===== config.mk =====
export PLATFORM = sky130hd
export DESIGN_NAME = node_mem
export DESIGN_NICKNAME = d
export VERILOG_FILES = /design/src/common/ring_pkg.sv /design/src/node_mem.sv
export VERILOG_INCLUDE_DIRS = /design/src /design/src/common
export SDC_FILE = /design/constraint.sdc
export NUM_CORES = 2
export LEC_CHECK = 0
export ABC_AREA = 0
export BUFFER_PORTS_ARGS = -buffer_cell sky130_fd_sc_hd__buf_4
export CAP_MARGIN = 5
export CORE_MARGIN = 2
export CORE_UTILIZATION = 35
export DETAILED_ROUTE_END_ITERATION = 8
export PLACE_DENSITY = 0.49
export SLEW_MARGIN = 20
export SYNTH_ARGS = -nofsm -noshare
export SYNTH_HDL_FRONTEND = slang
export SYNTH_SLANG_ARGS = --single-unit

===== constraint.sdc =====
create_clock -name clk_i -period 12.4 [get_ports clk_i]
set_input_delay 3.72 -clock clk_i [delete_from_list [all_inputs] [get_ports clk_i]]
set_output_delay 3.72 -clock clk_i [all_outputs]
set_load 0.02 [all_outputs]

===== src/common/ring_macros.svh =====
`ifndef RING_MACROS_SVH
`define RING_MACROS_SVH

// Number of nodes on the ring
// Node ids run from 1 to RING_NODES and id 0 marks an empty slot
`define RING_NODES 4

// Words held by the memory of each node
`define RING_MEM_WORDS 64

// Destination id carried by broadcast writes
`define RING_BCAST_ID 63

// Top address byte of the node region
// Bits 23 to 20 select the node and bits 7 to 2 select the word
`define RING_REGION_NODE 8'hC0

// Top address byte of the broadcast write region
`define RING_REGION_BCAST 8'hDF

`endif


===== src/common/ring_pkg.sv =====
package ring_pkg;

	// ========================================
	// Ring packets
	// ========================================

	// Kind of packet carried in a ring slot
	// Requests are PT_READ and PT_WRITE, read data returns as PT_ACK
	typedef enum logic [2:0] {
		PT_NONE  = 3'd0,
		PT_READ  = 3'd1,
		PT_WRITE = 3'd2,
		PT_ACK   = 3'd3
	} pkt_type_e;

	// One slot of the request ring or the response ring
	// A slot with sid and did both zero is empty
	typedef struct packed {
		logic [5:0]  sid;
		logic [5:0]  did;
		pkt_type_e   typ;
		logic [3:0]  sel;
		logic [31:0] adr;
		logic [31:0] dat;
	} packet_t;

	// One slot of the interrupt ring
	// An all-zero slot is empty
	typedef struct packed {
		logic [5:0] sid;
		logic [5:0] did;
		logic [7:0] cause;
	} ipacket_t;

	// ========================================
	// Bus ports
	// ========================================

	// CPU side request, cyc and stb are levels held until ack
	typedef struct packed {
		logic        cyc;
		logic        stb;
		logic        we;
		logic [3:0]  sel;
		logic [31:0] adr;
		logic [31:0] dat;
	} bus_req_t;

	// CPU side response, ack is a single cycle pulse
	typedef struct packed {
		logic        ack;
		logic [31:0] dat;
	} bus_rsp_t;

	// Request from the network interface to its local memory
	// The word index is address bits 7 to 2
	typedef struct packed {
		logic        stb;
		logic        we;
		logic [3:0]  sel;
		logic [5:0]  idx;
		logic [31:0] dat;
	} mem_req_t;

	// Local memory response
	typedef struct packed {
		logic        ack;
		logic [31:0] dat;
	} mem_rsp_t;

endpackage


===== src/node_mem.sv =====
`include "ring_macros.svh"

module node_mem (
	input  logic               clk_i,
	input  logic               rst_i,
	input  ring_pkg::mem_req_t mem_req_i,
	output ring_pkg::mem_rsp_t mem_rsp_o
);

	// Word storage of one node
	logic [31:0] mem [`RING_MEM_WORDS];

	// A new access is a strobe that has not been acked yet
	// The NIC keeps stb high through the ack cycle, so this stops a second ack
	logic access;

	assign access = mem_req_i.stb && !mem_rsp_o.ack;

	always_ff @(posedge clk_i) begin
		if (rst_i) begin
			mem_rsp_o.ack <= 1'b0;
			// Memories start out cleared so every word reads back as zero
			for (int w = 0; w < `RING_MEM_WORDS; w++) begin
				mem[w] <= '0;
			end
		end else begin
			// Ack follows the strobe by exactly one cycle
			mem_rsp_o.ack <= access;
			if (access) begin
				// Read data is the word before any write of this cycle
				mem_rsp_o.dat <= mem[mem_req_i.idx];
				if (mem_req_i.we) begin
					// Only the selected byte lanes are written
					for (int b = 0; b < 4; b++) begin
						if (mem_req_i.sel[b]) begin
							mem[mem_req_i.idx][8*b +: 8] <= mem_req_i.dat[8*b +: 8];
						end
					end
				end
			end
		end
	end

endmodule


==> results.json <==
{
  "mostFrequentLayoutCells": "2080 x edfxtp_1, 2049 x and3_1, 278 x a221oi_1",
  "critPathSlowestCell": "a222oi_1",
  "vdd_drop_max_mv": 0.154,
  "areaGrowthSynthToFinish_pct": 11.2,
  "htreeDepth": 4,
  "drt_iter0_drc": 10700,
  "worstPathRequired_ps": 13020,
  "cts_sinks": 2081,
  "worstRegToRegCells": 6,
  "grt_setup_unrepaired": "no",
  "async_flop_share_pct": 0,
  "start_util_pct": 35.1,
  "fill_cells": 25300,
  "avgSynthCellArea_um2": 12.9,
  "p_total_w": 0.0161,
  "synthesis.nets": 7456,
  "clk_pin_slew_worst_paths_ps": 60,
  "rr_startpoint": "mem_rsp_o[32]$_SDFF_PP0_",
  "routed_wl_um": 379000,
  "ff_latch_area_mm2": 0.0625,
  "max_stage_delay_ps": 750,
  "first_pass_iters": 6,
  "io_buffers": 78,
  "status": "completed",
  "hold_start": "mem_rsp_o[32]$_SDFF_PP0_",
  "grt.overflow.total": 0,
  "antenna_found_initial": 41,
  "crit_family": "buffers and inverters",
  "leakagePower_nw": 45.3,
  "insertion_delay_ps": 910,
  "place_area_mm2": 0.0993,
  "synthCells": 7410,
  "die_area_mm2": 0.278,
  "num-nets-final": 6950,
  "clockRootBuffer": "clkbuf_16",
  "synth_flop_cell": "edfxtp_1",
  "core-area_mm2": 0.273,
  "synth-seq-cells": 2081,
  "post-dp-hpwl_um": 237000,
  "max_slew.worst_pin.slew_ps": 1360,
  "gp_congestion": 0.898,
  "min_path_cells": 1,
  "multiInputGateArea_mm2": 0.0298,
  "post_cts_buffers": 0,
  "critPathMaxFanout": 106,
  "r2r_slack_ps": 8370,
  "via_count": 67700,
  "grt_pass1_wl_um": 526000,
  "setup_viol": 0,
  "cts_resized": 0,
  "fin_setup_tns_ps": 0,
  "period_share_pct": 60.9,
  "crit_buf_inv": 4,
  "cts_inserted_buffers": 227,
  "path_class": "input pin to flop",
  "num_rows": 192,
  "ant_nets": 0,
  "min_path_type": "flop to flop",
  "mostFrequentLayoutCell": "edfxtp_1",
  "power_density_mw_per_mm2": 151,
  "drive_gt1_share_pct": 12.2,
  "layout_min_cycle_time_ps": 7550,
  "maxSlewViolCount": 0,
  "via_per_inst": 6.31,
  "relSlewSlack_pct": 8.83,
  "grt_max_degree": 221,
  "cts_tree": "built",
  "cp_data_arrival_time_ps": 8170,
  "holdPathEnd": "mem_rsp_o[32]$_SDFF_PP0_",
  "yosysWarnings": 0,
  "fmax_ghz": 0.133,
  "yosysUniqueCellTypes": 53,
  "wl_per_cell_um": 35.3,
  "timing.critical_path.from": "mem_req_i[33]",
  "yosysSeqAreaShare_pct": 65.1,
  "die-height_um": 528,
  "drc": 0,
  "ctsHoldBuffers": 0,
  "synth_edf_count": 2080,
  "skew_ps": 48.8,
  "synthesis.area_mm2": 0.0960,
  "track_usage_pct": 26.5,
  "startpoint_type": "input pin",
  "cts.path.max_buffers": 3,
  "cap_violations": 0,
  "r2r-end": "mem[61][13]$_SDFFCE_PN0P_",
  "hold_violations": 0,
  "path_cells": "buf_8, buf_12, inv_4, buf_4, a221o_1, a222oi_1, o2bb2ai_1, or4_1",
  "pin_count": 79,
  "die_x_um": 528,
  "endpoint_kind": "flop",
  "design_area_mm2": 0.107,
  "grt_pass1_vias": 64200
}
[worst max-delay path by stage]
stage | end | slack, ps | depth (start not counted)
2_1_floorplan | mem[19][0]$_SDFFCE_PN0P_ | 4210 | 7
3_3_place_gp | mem_rsp_o[9]$_DFFE_PP_ | 3270 | 9
3_5_place_dp | mem_rsp_o[15]$_DFFE_PP_ | 4040 | 9
4_1_cts | mem_rsp_o[15]$_DFFE_PP_ | 5010 | 9
5_1_grt | mem_rsp_o[4]$_DFFE_PP_ | 4830 | 9
6_report | mem_rsp_o[15]$_DFFE_PP_ | 4850 | 8
[worst reg2reg max path, delay by kind of cell, from the launching register on]
| family | cells | cell delay [ps] |
|---|---|---|
| compound gates | 1 | 490 |
| simple gates | 2 | 890 |
| flops | 1 | 330 |
| buf+inv | 3 | 1960 |
[layer usage]
| metal | up-vias | track usage [%] | part of all wire [%] |
|---|---|---|---|
| li1 | 28200 | - | - |
| met1 | 35300 | 37.0 | 41 |
| met2 | 3699 | 40.2 | 45 |
| met3 | 543 | 5.59 | 9.9 |
| met4 | 10 | 10.3 | 4.2 |
| met5 | - | 0 | 0.018 |
[power breakdown]
part	total (W)	internal [W]	switching [W]
registers	0.00803	0.00795	0.0000844
clock network	0.00685	0.00390	0.00295
logic	0.00127	0.000272	0.000994
[cell type report]
type | count | area share [%]
diodes | 58 | 0.136
multi-input cells | 4292 | 27.9
inverters | 5 | 0.0293
clock buffers | 278 | 5.54
well taps | 3589 | 4.21
flip-flops and latches | 2081 | 58.5
repair buffers | 297 | 2.32
clock inverters | 141 | 1.34
[cells by family (layout without fill, tap and decap cells)]
kind of cell | count (synthesis) | in the layout | share of synthesized area (%)
and+or+nand+nor | 2468 | 2468 | 15.4
AOI/OAI and AO/OA | 1520 | 1520 | 11.7
buffers and inverters | 1037 | 721 | 4.29
DFF | 2081 | 2081 | 65.1
other | 0 | 58 | 0
muxes | 304 | 304 | 3.57
[state kept, by name, indices dropped and copies added, names as in the netlist]
| register | cells |
|---|---|
| mem_rsp_o | 33 |
| mem | 2048 |
[stage by stage]
stage | hold slack (ps) | util (%) | std cells | setup slack (ps)
floorplan | 558 | - | 7410 | 4210
detailed placement | 461 | 36.3 | 10300 | 4040
finish | 470 | 39.1 | 10700 | 4850
CTS | 469 | 39.0 | 10700 | 5010
global route | 498 | 39.1 | 10700 | 4830
global placement | 452 | 36.3 | 10200 | 3270
[synth_stat cells (28+ instances only)]
cell | n | area, um2
a21oi_1 | 117 | 586
mux2i_1 | 157 | 1570
a21o_1 | 256 | 1920
and3_1 | 2054 | 12800
a22o_1 | 59 | 517
nor2_1 | 216 | 811
o22ai_1 | 149 | 932
a31oi_1 | 58 | 363
a222oi_1 | 29 | 290
buf_1 | 68 | 255
nand2_1 | 63 | 236
a221o_1 | 56 | 561
a211oi_1 | 28 | 210
mux2_2 | 119 | 1340
a22oi_1 | 276 | 2070
o21ai_1 | 32 | 160
a221oi_1 | 278 | 2430
clkbuf_1 | 856 | 3210
buf_2 | 85 | 425
nand3_1 | 44 | 220
o21ai_0 | 118 | 591
edfxtp_1 | 2080 | 62500
No activity file was read; power rests on OpenSTA's default activity.
