===== config.mk =====
export PLATFORM = sky130hd
export DESIGN_NAME = ring_nic
export DESIGN_NICKNAME = d
export VERILOG_FILES = /design/src/common/ring_pkg.sv /design/src/nic/ring_nic.sv
export VERILOG_INCLUDE_DIRS = /design/src /design/src/common
export SDC_FILE = /design/constraint.sdc
export NUM_CORES = 1
export LEC_CHECK = 0
export ABC_AREA = 1
export BUFFER_PORTS_ARGS = -buffer_cell sky130_fd_sc_hd__buf_4
export CAP_MARGIN = 10
export CORE_ASPECT_RATIO = 1.2
export CORE_MARGIN = 5
export CORE_UTILIZATION = 45
export CTS_CLUSTER_DIAMETER = 200
export DETAILED_ROUTE_END_ITERATION = 12
export GPL_TIMING_DRIVEN = 0
export PLACE_DENSITY = 0.7
export REMOVE_ABC_BUFFERS = 1
export SYNTH_ARGS = -nofsm -noshare
export SYNTH_HDL_FRONTEND = slang
export SYNTH_SLANG_ARGS = --single-unit

===== constraint.sdc =====
create_clock -name clk_i -period 17.09 [get_ports clk_i]
set_input_delay 3.418 -clock clk_i [delete_from_list [all_inputs] [get_ports clk_i]]
set_output_delay 3.418 -clock clk_i [all_outputs]
set_load 0.005 [all_outputs]

===== src/common/ring_macros.svh =====
`ifndef RING_MACROS_SVH
`define RING_MACROS_SVH

// Number of nodes on the ring
// Node ids run from 1 to RING_NODES and id 0 marks an empty slot
`define RING_NODES 4

// Words held by the memory of each node
`define RING_MEM_WORDS 64

// Destination id carried by broadcast writes
`define RING_BCAST_ID 63

// Top address byte of the node region
// Bits 23 to 20 select the node and bits 7 to 2 select the word
`define RING_REGION_NODE 8'hC0

// Top address byte of the broadcast write region
`define RING_REGION_BCAST 8'hDF

`endif


===== src/common/ring_pkg.sv =====
package ring_pkg;

	// ========================================
	// Ring packets
	// ========================================

	// Kind of packet carried in a ring slot
	// Requests are PT_READ and PT_WRITE, read data returns as PT_ACK
	typedef enum logic [2:0] {
		PT_NONE  = 3'd0,
		PT_READ  = 3'd1,
		PT_WRITE = 3'd2,
		PT_ACK   = 3'd3
	} pkt_type_e;

	// One slot of the request ring or the response ring
	// A slot with sid and did both zero is empty
	typedef struct packed {
		logic [5:0]  sid;
		logic [5:0]  did;
		pkt_type_e   typ;
		logic [3:0]  sel;
		logic [31:0] adr;
		logic [31:0] dat;
	} packet_t;

	// One slot of the interrupt ring
	// An all-zero slot is empty
	typedef struct packed {
		logic [5:0] sid;
		logic [5:0] did;
		logic [7:0] cause;
	} ipacket_t;

	// ========================================
	// Bus ports
	// ========================================

	// CPU side request, cyc and stb are levels held until ack
	typedef struct packed {
		logic        cyc;
		logic        stb;
		logic        we;
		logic [3:0]  sel;
		logic [31:0] adr;
		logic [31:0] dat;
	} bus_req_t;

	// CPU side response, ack is a single cycle pulse
	typedef struct packed {
		logic        ack;
		logic [31:0] dat;
	} bus_rsp_t;

	// Request from the network interface to its local memory
	// The word index is address bits 7 to 2
	typedef struct packed {
		logic        stb;
		logic        we;
		logic [3:0]  sel;
		logic [5:0]  idx;
		logic [31:0] dat;
	} mem_req_t;

	// Local memory response
	typedef struct packed {
		logic        ack;
		logic [31:0] dat;
	} mem_rsp_t;

endpackage


===== src/nic/ring_nic.sv =====
`include "ring_macros.svh"

module ring_nic #(
	parameter logic [5:0] NODE_ID = 6'd1
) (
	input  logic               clk_i,
	input  logic               rst_i,
	input  ring_pkg::bus_req_t cpu_req_i,
	output ring_pkg::bus_rsp_t cpu_rsp_o,
	output ring_pkg::mem_req_t mem_req_o,
	input  ring_pkg::mem_rsp_t mem_rsp_i,
	input  ring_pkg::packet_t  req_pkt_i,
	output ring_pkg::packet_t  req_pkt_o,
	input  ring_pkg::packet_t  rsp_pkt_i,
	output ring_pkg::packet_t  rsp_pkt_o,
	input  ring_pkg::ipacket_t int_pkt_i,
	output ring_pkg::ipacket_t int_pkt_o,
	input  logic               irq_i,
	input  logic [7:0]         cause_i,
	input  logic [5:0]         server_i,
	output logic               irq_o,
	output logic [7:0]         cause_o
);

	// Memory port states
	typedef enum logic {
		MS_IDLE,
		MS_ACCESS
	} mstate_e;

	// An empty ring slot has no source and no destination
	function automatic logic pkt_empty(input ring_pkg::packet_t p);
		return (p.sid | p.did) == 6'd0;
	endfunction

	// Only ids 1 to RING_NODES have a node behind them
	function automatic logic node_valid(input logic [5:0] id);
		return (id != 6'd0) && (id <= 6'(`RING_NODES));
	endfunction

	// ========================================
	// CPU address decode
	// ========================================

	logic       cpu_strobe;
	logic [7:0] cpu_region;
	logic [5:0] cpu_node;
	logic       cpu_to_node;
	logic       cpu_to_bcast;
	logic       cpu_ring;
	logic [5:0] cpu_did;

	assign cpu_strobe = cpu_req_i.cyc && cpu_req_i.stb;
	assign cpu_region = cpu_req_i.adr[31:24];
	assign cpu_node   = {2'b00, cpu_req_i.adr[23:20]};

	// Node region accesses to a node that does not exist terminate at once
	// Otherwise the packet would circle the ring with no one to take it
	assign cpu_to_node  = (cpu_region == `RING_REGION_NODE) && node_valid(cpu_node);
	// Only writes go out as broadcasts, broadcast reads terminate at once
	assign cpu_to_bcast = (cpu_region == `RING_REGION_BCAST) && cpu_req_i.we;
	assign cpu_ring     = cpu_to_node || cpu_to_bcast;
	assign cpu_did      = cpu_to_bcast ? 6'(`RING_BCAST_ID) : cpu_node;

	// ========================================
	// Ring input classification
	// ========================================

	mstate_e           mstate;
	ring_pkg::packet_t tx_buf;
	ring_pkg::packet_t rsp_buf;
	ring_pkg::packet_t bc_buf;
	logic              bc_valid;
	ring_pkg::packet_t cur_pkt;
	logic              cpu_busy;
	logic              rd_wait;
	logic [31:0]       rd_adr;
	logic              irq_pend;
	ring_pkg::ipacket_t irq_pkt;

	logic              mem_idle;
	logic              req_for_me;
	logic              req_bcast;
	logic              req_own_bc;
	logic              uni_ok;
	logic              bc_direct;
	logic              bc_latch;
	logic              mem_start;
	ring_pkg::packet_t mem_src;
	logic              rsp_for_me;
	logic              rd_match;
	logic              int_hit;
	logic              int_empty;

	assign mem_idle   = (mstate == MS_IDLE);
	assign req_for_me = (req_pkt_i.did == NODE_ID);
	assign req_bcast  = (req_pkt_i.did == 6'(`RING_BCAST_ID)) &&
		(req_pkt_i.typ == ring_pkg::PT_WRITE);
	assign req_own_bc = req_bcast && (req_pkt_i.sid == NODE_ID);

	// A unicast request is taken when the memory port is free
	// A read also needs an empty response buffer, otherwise it keeps circling
	assign uni_ok = req_for_me && mem_idle && !bc_valid &&
		((req_pkt_i.typ == ring_pkg::PT_WRITE) ||
		((req_pkt_i.typ == ring_pkg::PT_READ) && pkt_empty(rsp_buf)));

	// Broadcasts go straight to memory when nothing else is waiting
	assign bc_direct = req_bcast && mem_idle && !bc_valid;
	// Otherwise they park in bc_buf if it is free or drains this cycle
	assign bc_latch  = req_bcast && !bc_direct && (mem_idle || !bc_valid);

	// The parked broadcast goes before anything new from the ring
	assign mem_src   = bc_valid ? bc_buf : req_pkt_i;
	assign mem_start = mem_idle && (bc_valid || uni_ok || bc_direct);

	// Read data returning for this node, matched against the waiting read
	assign rsp_for_me = (rsp_pkt_i.did == NODE_ID) && (rsp_pkt_i.typ == ring_pkg::PT_ACK);
	assign rd_match   = rsp_for_me && rd_wait && (rsp_pkt_i.adr == rd_adr);

	assign int_hit   = (int_pkt_i.did == NODE_ID);
	assign int_empty = (int_pkt_i == '0);

	// ========================================
	// Request ring and CPU port
	// ========================================

	always_ff @(posedge clk_i) begin
		if (rst_i) begin
			req_pkt_o     <= '0;
			tx_buf        <= '0;
			cpu_rsp_o.ack <= 1'b0;
			cpu_busy      <= 1'b0;
			rd_wait       <= 1'b0;
		end else begin
			cpu_rsp_o.ack <= 1'b0;

			// Every slot moves one hop per cycle
			req_pkt_o <= req_pkt_i;

			// Remove what this node consumes, own broadcasts only once done here
			if (uni_ok || (req_own_bc && (bc_direct || bc_latch))) begin
				req_pkt_o <= '0;
			end else if (pkt_empty(req_pkt_i) && !pkt_empty(tx_buf)) begin
				// Pending request goes into the free slot
				req_pkt_o <= tx_buf;
				tx_buf    <= '0;
			end

			// The CPU has to drop stb before a new cycle is accepted
			if (!cpu_strobe) begin
				cpu_busy <= 1'b0;
			end else if (!cpu_busy) begin
				if (!cpu_ring) begin
					// Unmapped address or broadcast read ends with zero data
					cpu_rsp_o.ack <= 1'b1;
					cpu_rsp_o.dat <= '0;
					cpu_busy      <= 1'b1;
				end else if (pkt_empty(tx_buf)) begin
					// A full transmit buffer holds the strobe off
					tx_buf <= '{
						sid: NODE_ID,
						did: cpu_did,
						typ: cpu_req_i.we ? ring_pkg::PT_WRITE : ring_pkg::PT_READ,
						sel: cpu_req_i.sel,
						adr: cpu_req_i.adr,
						dat: cpu_req_i.dat
					};
					cpu_busy <= 1'b1;
					if (cpu_req_i.we) begin
						// Writes are posted
						cpu_rsp_o.ack <= 1'b1;
						cpu_rsp_o.dat <= '0;
					end else begin
						rd_wait <= 1'b1;
						rd_adr  <= cpu_req_i.adr;
					end
				end
			end

			// Read ends when its response comes round
			if (rd_match) begin
				cpu_rsp_o.ack <= 1'b1;
				cpu_rsp_o.dat <= rsp_pkt_i.dat;
				rd_wait       <= 1'b0;
			end
		end
	end

	// ========================================
	// Memory port and response ring
	// ========================================

	always_ff @(posedge clk_i) begin
		if (rst_i) begin
			mstate        <= MS_IDLE;
			mem_req_o.stb <= 1'b0;
			bc_valid      <= 1'b0;
			rsp_pkt_o     <= '0;
			rsp_buf       <= '0;
		end else begin
			rsp_pkt_o <= rsp_pkt_i;

			// Responses to this node always leave the ring, matched or not
			if (rsp_for_me) begin
				rsp_pkt_o <= '0;
			end else if (pkt_empty(rsp_pkt_i) && !pkt_empty(rsp_buf)) begin
				rsp_pkt_o <= rsp_buf;
				rsp_buf   <= '0;
			end

			// Parked broadcast drains when the port starts on it
			if (mem_idle && bc_valid) begin
				bc_valid <= 1'b0;
			end
			if (bc_latch) begin
				bc_buf   <= req_pkt_i;
				bc_valid <= 1'b1;
			end

			case (mstate)
				MS_IDLE: begin
					if (mem_start) begin
						cur_pkt       <= mem_src;
						mem_req_o.stb <= 1'b1;
						mem_req_o.we  <= (mem_src.typ == ring_pkg::PT_WRITE);
						mem_req_o.sel <= mem_src.sel;
						mem_req_o.idx <= mem_src.adr[7:2];
						mem_req_o.dat <= mem_src.dat;
						mstate        <= MS_ACCESS;
					end
				end
				MS_ACCESS: begin
					// Strobe falls the cycle after ack, idle lasts at least one cycle
					if (mem_rsp_i.ack) begin
						mem_req_o.stb <= 1'b0;
						mstate        <= MS_IDLE;
						if (cur_pkt.typ == ring_pkg::PT_READ) begin
							rsp_buf <= '{
								sid: NODE_ID,
								did: cur_pkt.sid,
								typ: ring_pkg::PT_ACK,
								sel: cur_pkt.sel,
								adr: cur_pkt.adr,
								dat: mem_rsp_i.dat
							};
						end
					end
				end
				default: mstate <= MS_IDLE;
			endcase
		end
	end

	// ========================================
	// Interrupt ring
	// ========================================

	always_ff @(posedge clk_i) begin
		if (rst_i) begin
			int_pkt_o <= '0;
			irq_o     <= 1'b0;
			irq_pend  <= 1'b0;
		end else begin
			irq_o     <= 1'b0;
			int_pkt_o <= int_pkt_i;

			if (int_hit) begin
				// Delivered here, slot is freed
				int_pkt_o <= '0;
				irq_o     <= 1'b1;
				cause_o   <= int_pkt_i.cause;
			end else if (int_empty && irq_pend) begin
				int_pkt_o <= irq_pkt;
				irq_pend  <= 1'b0;
			end

			// A raise aimed at a missing node is dropped, it would never be taken
			if (irq_i && node_valid(server_i)) begin
				irq_pend <= 1'b1;
				irq_pkt  <= '{sid: NODE_ID, did: server_i, cause: cause_i};
			end
		end
	end

endmodule


==> impl_metrics.ini, run 1 <==
[detailed_routing]
drt_first_iter_violations = 1714
ant_nets = 0
remaining_drc_errors = 0
first_pass_iters = 6
viasPerCell = 5.179
wl_um = 73170
vias = 18790
wire_per_inst_um = 20.17

[synth]
synth_edf_count = 241
synthDistinctLibCells = 40
synth.top_cell.area_share = 0.3215
syn_area_um2 = 22510
netlist_instances = 2420
ys_ff_latch = 601
yosysTopAreaCell = edfxtp_1
yosysMostFrequentCell = nand2_1
synth.area.top_cells = edfxtp_1 (32%), dfxtp_1 (32%), nand2_1 (12%), a21oi_1 (5.0%), nand3_1 (4.9%)
yosysWarnings = 0
synthTopCellsByCount = nand2_1 (705), dfxtp_1 (360), edfxtp_1 (241)
synth.avg_cell_area_um2 = 9.302
synth-async-reset-ratio = 0
ys.flop_type = dfxtp_1
yosysSeqAreaShare = 0.6416

[floorplanning]
die_x_um = 214.2
fp.dieH_um = 255.0
fp.coreArea_um2 = 49330
fp-row-count = 89
initial_core_util = 0.4563
die_area_um2 = 54620
io-pin-count = 579

[timing]
finalHoldViolCount = 0
skew_ns = 0.02311
setup_viol = 0
finalSetupTns_ns = 0
worst_pin_slew_ns = 1.305
fmaxAchievable_mhz = 167.0
rsz0062_at_grt = false
finalCriticalPeriod_ns = 5.989
max-slew-margin-rel = 0.1281
maxSlewViolCount = 0
post-route-period-util = 0.3505

[global_route]
grt_pass1_vias = 18480
gr-max-usage-layer = met2
grt_use_met1 = 0.2989
antenna_found_initial = 8
grt-ovfl-total = 0
track_usage = 0.2539
grt_use_met3 = 0.05820
grt_pass1_wl_um = 108900
grt_max_degree = 155
gr-usage-met2 = 0.4538

[place]
dp_hpwl_um = 51820
gp_congestion = 0.9111
place_area_um2 = 27490
numPortBuffers = 578

[power_and_ir_drop]
power_w = 0.003036
power_density_nw_per_um2 = 102.9
peakVddDrop_mv = 0.08702
leakagePower_nw = 13.08

[worst_hold_path]
hold_class = flip-flop to flip-flop

[finish]
final_util = 0.5978
regArea_um2 = 14450
area_growth_pct = 31.00
drive_gt1_frac = 0.2454
final_nets = 3241
filler_cell_count = 4229
multi_input_area_um2 = 6666
postLayoutCellArea_um2 = 29490

[clocking]
clock_path_buffers = 3
cts_hold_buf = 0
cts_setup_buffers = 0
ctsResizeCount = 0
clk_root_buffer_cell = clkbuf_16
cts_buffers = 59
cts.sinks = 601
path_clk_slew_ns = 0.06
htree_levels = 2
clk_latency_ns = 0.62
cts_tree = yes

[critical_path]
worstPathArrival_ns = 6.29
endpoint_kind = flip-flop
worstPathMaxFanout = 80
worstPathRequired_ns = 17.39
cp-start-kind = input pin
critPathKind = input pin to flip-flop

[status]
status = complete, no violations

[job]
maxCapViolations = 0
[metal layers]
| metal | wire [um] | up-vias |
|---|---|---|
| li1 | - | 8965 |
| met1 | 27990 | 8895 |
| met2 | 36850 | 775 |
| met3 | 5532 | 154 |
| met4 | 2772 | 2 |
| met5 | 18 | - |
[critical path, stage by stage]
cell,delay (ns)
buf_4,0.44
inv_4,0.80
buf_12,0.32
nand2_1,0.14
nor2_4,0.56
buf_12,0.26
buf_12,0.20
[registers in the layout, summed over array words and instances (netlist names)]
name       cells
bc_buf        77
bc_valid       1
cause_o        8
cpu_busy       1
cpu_rsp_o     33
cur_pkt       40
int_pkt_o     20
irq_o          1
irq_pend       1
irq_pkt       14
mem_req_o     39
mstate         1
rd_adr        32
rd_wait        1
req_pkt_o     83
rsp_buf       83
rsp_pkt_o     83
tx_buf        83
[path summary, 6_finish.rpt]
kind             endpoint  depth (start not counted)        from  slack (ns)
min reg2reg    tx_buf[61]                          2  tx_buf[61]        0.44
max reg2reg  mem_req_o[5]                         11    bc_valid       13.61
max            bc_buf[67]                          7       rst_i       11.10
min            tx_buf[61]                          2  tx_buf[61]        0.44
[placed cells by master, fill, tap and decap left out, types with 3 or more instances in the layout]
| master | instances |
|---|---|
| o22ai_1 | 3 |
| clkinv_1 | 7 |
| inv_1 | 167 |
| nor2_4 | 4 |
| o21a_1 | 3 |
| o21ai_0 | 91 |
| buf_12 | 12 |
| buf_16 | 12 |
| inv_2 | 4 |
| diode_2 | 8 |
| nor3b_1 | 4 |
| edfxtp_1 | 241 |
| inv_4 | 4 |
| a21oi_1 | 222 |
| nand3_1 | 221 |
| clkbuf_16 | 65 |
| a21oi_2 | 12 |
| nand2_1 | 704 |
| bufinv_16 | 4 |
| clkbuf_8 | 4 |
| nor3_1 | 42 |
| clkinv_2 | 12 |
| clkinv_4 | 3 |
| clkbuf_1 | 13 |
| dfxtp_1 | 359 |
| buf_4 | 578 |
| nand4_1 | 16 |
| nor2_1 | 141 |
[area by class of cell]
cell class                      count  share of cell area
Inverter                          175             0.02261
Timing Repair Buffer              603              0.1667
Antenna cell                        8           0.0006788
Multi-Input combinational cell   1494              0.2260
Sequential cell                   601              0.4899
Clock inverter                     28            0.008401
Tap cell                          637             0.02703
Clock buffer                       82             0.05868
[cell families after synthesis]
family	synth area share
AND/OR/NAND/NOR	0.2132
flip-flops	0.6416
AO/OA/AOI/OAI	0.07881
buffers and inverters	0.06559
XOR/XNOR	0.0007783
[stage by stage]
step / setup slack (ns) / instances / hold WS (ns)
finish: 11.10 / 3628 / 0.4427
global route: 10.99 / 3626 / 0.4767
CTS: 11.14 / 3620 / 0.4440
detailed placement: 10.48 / 3510 / 0.4348
global placement: 3.413 / 3485 / 0.4303
floorplan: 8.300 / 2270 / 0.4191
[where the power goes]
part | leakage (nW) | switching, W | internal (W)
Combinational | 6.96 | 0.0000955 | 0.0000980
Sequential | 5.14 | 0.00000936 | 0.00152
Clock | 0.972 | 0.000552 | 0.000766
No activity file was read; power rests on OpenSTA's default activity.
==> run 2, diff against run 1 <==
PLACE_DENSITY = 0.72   (was 0.7)
clock period = 5.4 ns   (was 17.09 ns; I/O delays follow)
==> impl_metrics.ini, run 2 (synthesis results as in run 1) <==
[clocking]
clk_latency_ns = 0.62
ctsResizeCount = 0
cts.sinks = 601
cts_tree = yes
htree_levels = 2
path_clk_slew_ns = 0.06
clk_root_buffer_cell = clkbuf_16
cts_setup_buffers = 0
cts_buffers = 57
clock_path_buffers = 3
cts_hold_buf = 0

[power_and_ir_drop]
switching_power_w = 0.002051
pwr-share-clk = 0.420
leakagePower_nw = 12.99
peakVddDrop_mv = 0.2573
internal_power_w = 0.007316
p_comb_frac = 0.065
seqPwrFrac = 0.515
switching_share = 0.2190
power_density_nw_per_um2 = 319.4

[critical_path]
endpoint_kind = flip-flop
rr_endpoint = mem_req_o[25]
worstPathMaxFanout = 63
worstPathRequired_ns = 5.70
reg2reg_from = bc_valid
worstPathArrival_ns = 3.86
reg2reg_slack_ns = 1.85
cp-start-kind = flip-flop
critPathKind = flip-flop to flip-flop
worst-r2r-cell-count = 11

[floorplanning]
fp-row-count = 89
io-pin-count = 579
fp.coreArea_um2 = 49330
fp.dieH_um = 255.0
die_area_um2 = 54620
die_x_um = 214.2
initial_core_util = 0.4563

[detailed_routing]
drt_first_iter_violations = 1731
wire_per_inst_um = 20.41
viasPerCell = 5.237
vias = 18980
wl_um = 73940
remaining_drc_errors = 0
first_pass_iters = 6
ant_nets = 0

[place]
gp_congestion = 0.9487
numPortBuffers = 578
dp_hpwl_um = 52330
place_area_um2 = 27490

[timing]
maxSlewViolCount = 0
setup_viol = 0
worst_pin_slew_ns = 1.262
post-route-period-util = 0.6583
fmaxAchievable_mhz = 281.3
finalCriticalPeriod_ns = 3.555
rsz0062_at_grt = false
skew_ns = 0.03531
max-slew-margin-rel = 0.1564
finalHoldViolCount = 0
hold_ws_ns = 0.4468

[finish]
layout_common_cells = nand2_1 (704), buf_4 (578), dfxtp_1 (359)
drive_gt1_frac = 0.2420
area_growth_pct = 30.27
filler_cell_count = 4149
regArea_um2 = 14450
mostFrequentLayoutCell = nand2_1
final_nets = 3238
multi_input_area_um2 = 6673
postLayoutCellArea_um2 = 29330

[global_route]
grt-ovfl-total = 0
track_usage = 0.2542
grt_pass1_vias = 18550
antenna_found_initial = 9
grt_pass1_wl_um = 108800
grt_max_degree = 169

[job]
maxCapViolations = 0

[worst_hold_path]
hold_class = flip-flop to flip-flop
holdPathStages = 2
hold_start = tx_buf[61]
min_to = tx_buf[61]

[status]
status = complete, no violations
## run 2: critical path: stages (launching register included)
cell	delay [ns]
dfxtp_4	0.47
buf_16	0.24
inv_4	0.49
buf_12	0.30
nand2_1	0.11
nor3_1	0.21
nand2_1	0.13
nand2_1	0.09
nand2_1	0.10
nor2_4	0.53
buf_16	0.24
buf_16	0.17
## run 2: per-layer routing
metal  share of wire  up-vias  global-route usage
li1                -     8976                   -
met1            0.38     8997              0.2957
met2            0.50      825              0.4522
met3           0.079      171             0.06187
met4           0.042        6              0.1099
met5         0.00049        -                   0
## run 2: worst max-delay path by stage
stage | slack (ns) | start | depth (start not counted) | to
2_1_floorplan | -1.10 | bc_valid | 4 | bc_buf[0]
3_3_place_gp | -7.34 | bc_valid | 4 | bc_buf[4]
3_5_place_dp | 1.31 | rst_i | 7 | bc_buf[18]
4_1_cts | 1.85 | bc_valid | 11 | mem_req_o[21]
5_1_grt | 1.71 | bc_valid | 11 | mem_req_o[23]
6_report | 1.85 | bc_valid | 11 | mem_req_o[25]
## run 2: final cells by class
cell class	instances	area share
multi-input cells	1494	0.2275
flip-flops and latches	601	0.4926
clock inverters	19	0.005717
repair buffers	602	0.1672
inverters	175	0.02274
clock buffers	88	0.05644
diodes	7	0.0005973
well taps	637	0.02718
## run 2: power groups by stage
stage / combinational (W) / sequential [W] / clock, W
3_3_place_gp: 0.000589 / 0.00492 / 0
5_1_grt: 0.000663 / 0.00483 / 0.00418
2_1_floorplan: 0.000162 / 0.00493 / 0
6_report: 0.000611 / 0.00482 / 0.00393
4_1_cts: 0.000613 / 0.00483 / 0.00400
3_5_place_dp: 0.000610 / 0.00492 / 0
## run 2: per-stage QoR
| stage | setup TNS [ns] | std cells | power [W] | setup slack [ns] | util |
|---|---|---|---|---|---|
| CTS | 0 | 3616 | 0.009436 | 1.851 | 0.5941 |
| detailed placement | 0 | 3509 | 0.005533 | 1.308 | 0.5572 |
| global route | 0 | 3622 | 0.009671 | 1.706 | 0.5944 |
| finish | 0 | 3623 | 0.009368 | 1.845 | 0.5945 |
| floorplan | -147.30 | 2270 | 0.005090 | -1.104 | - |
| global placement | -1787.82 | 3485 | 0.005512 | -7.340 | 0.5438 |
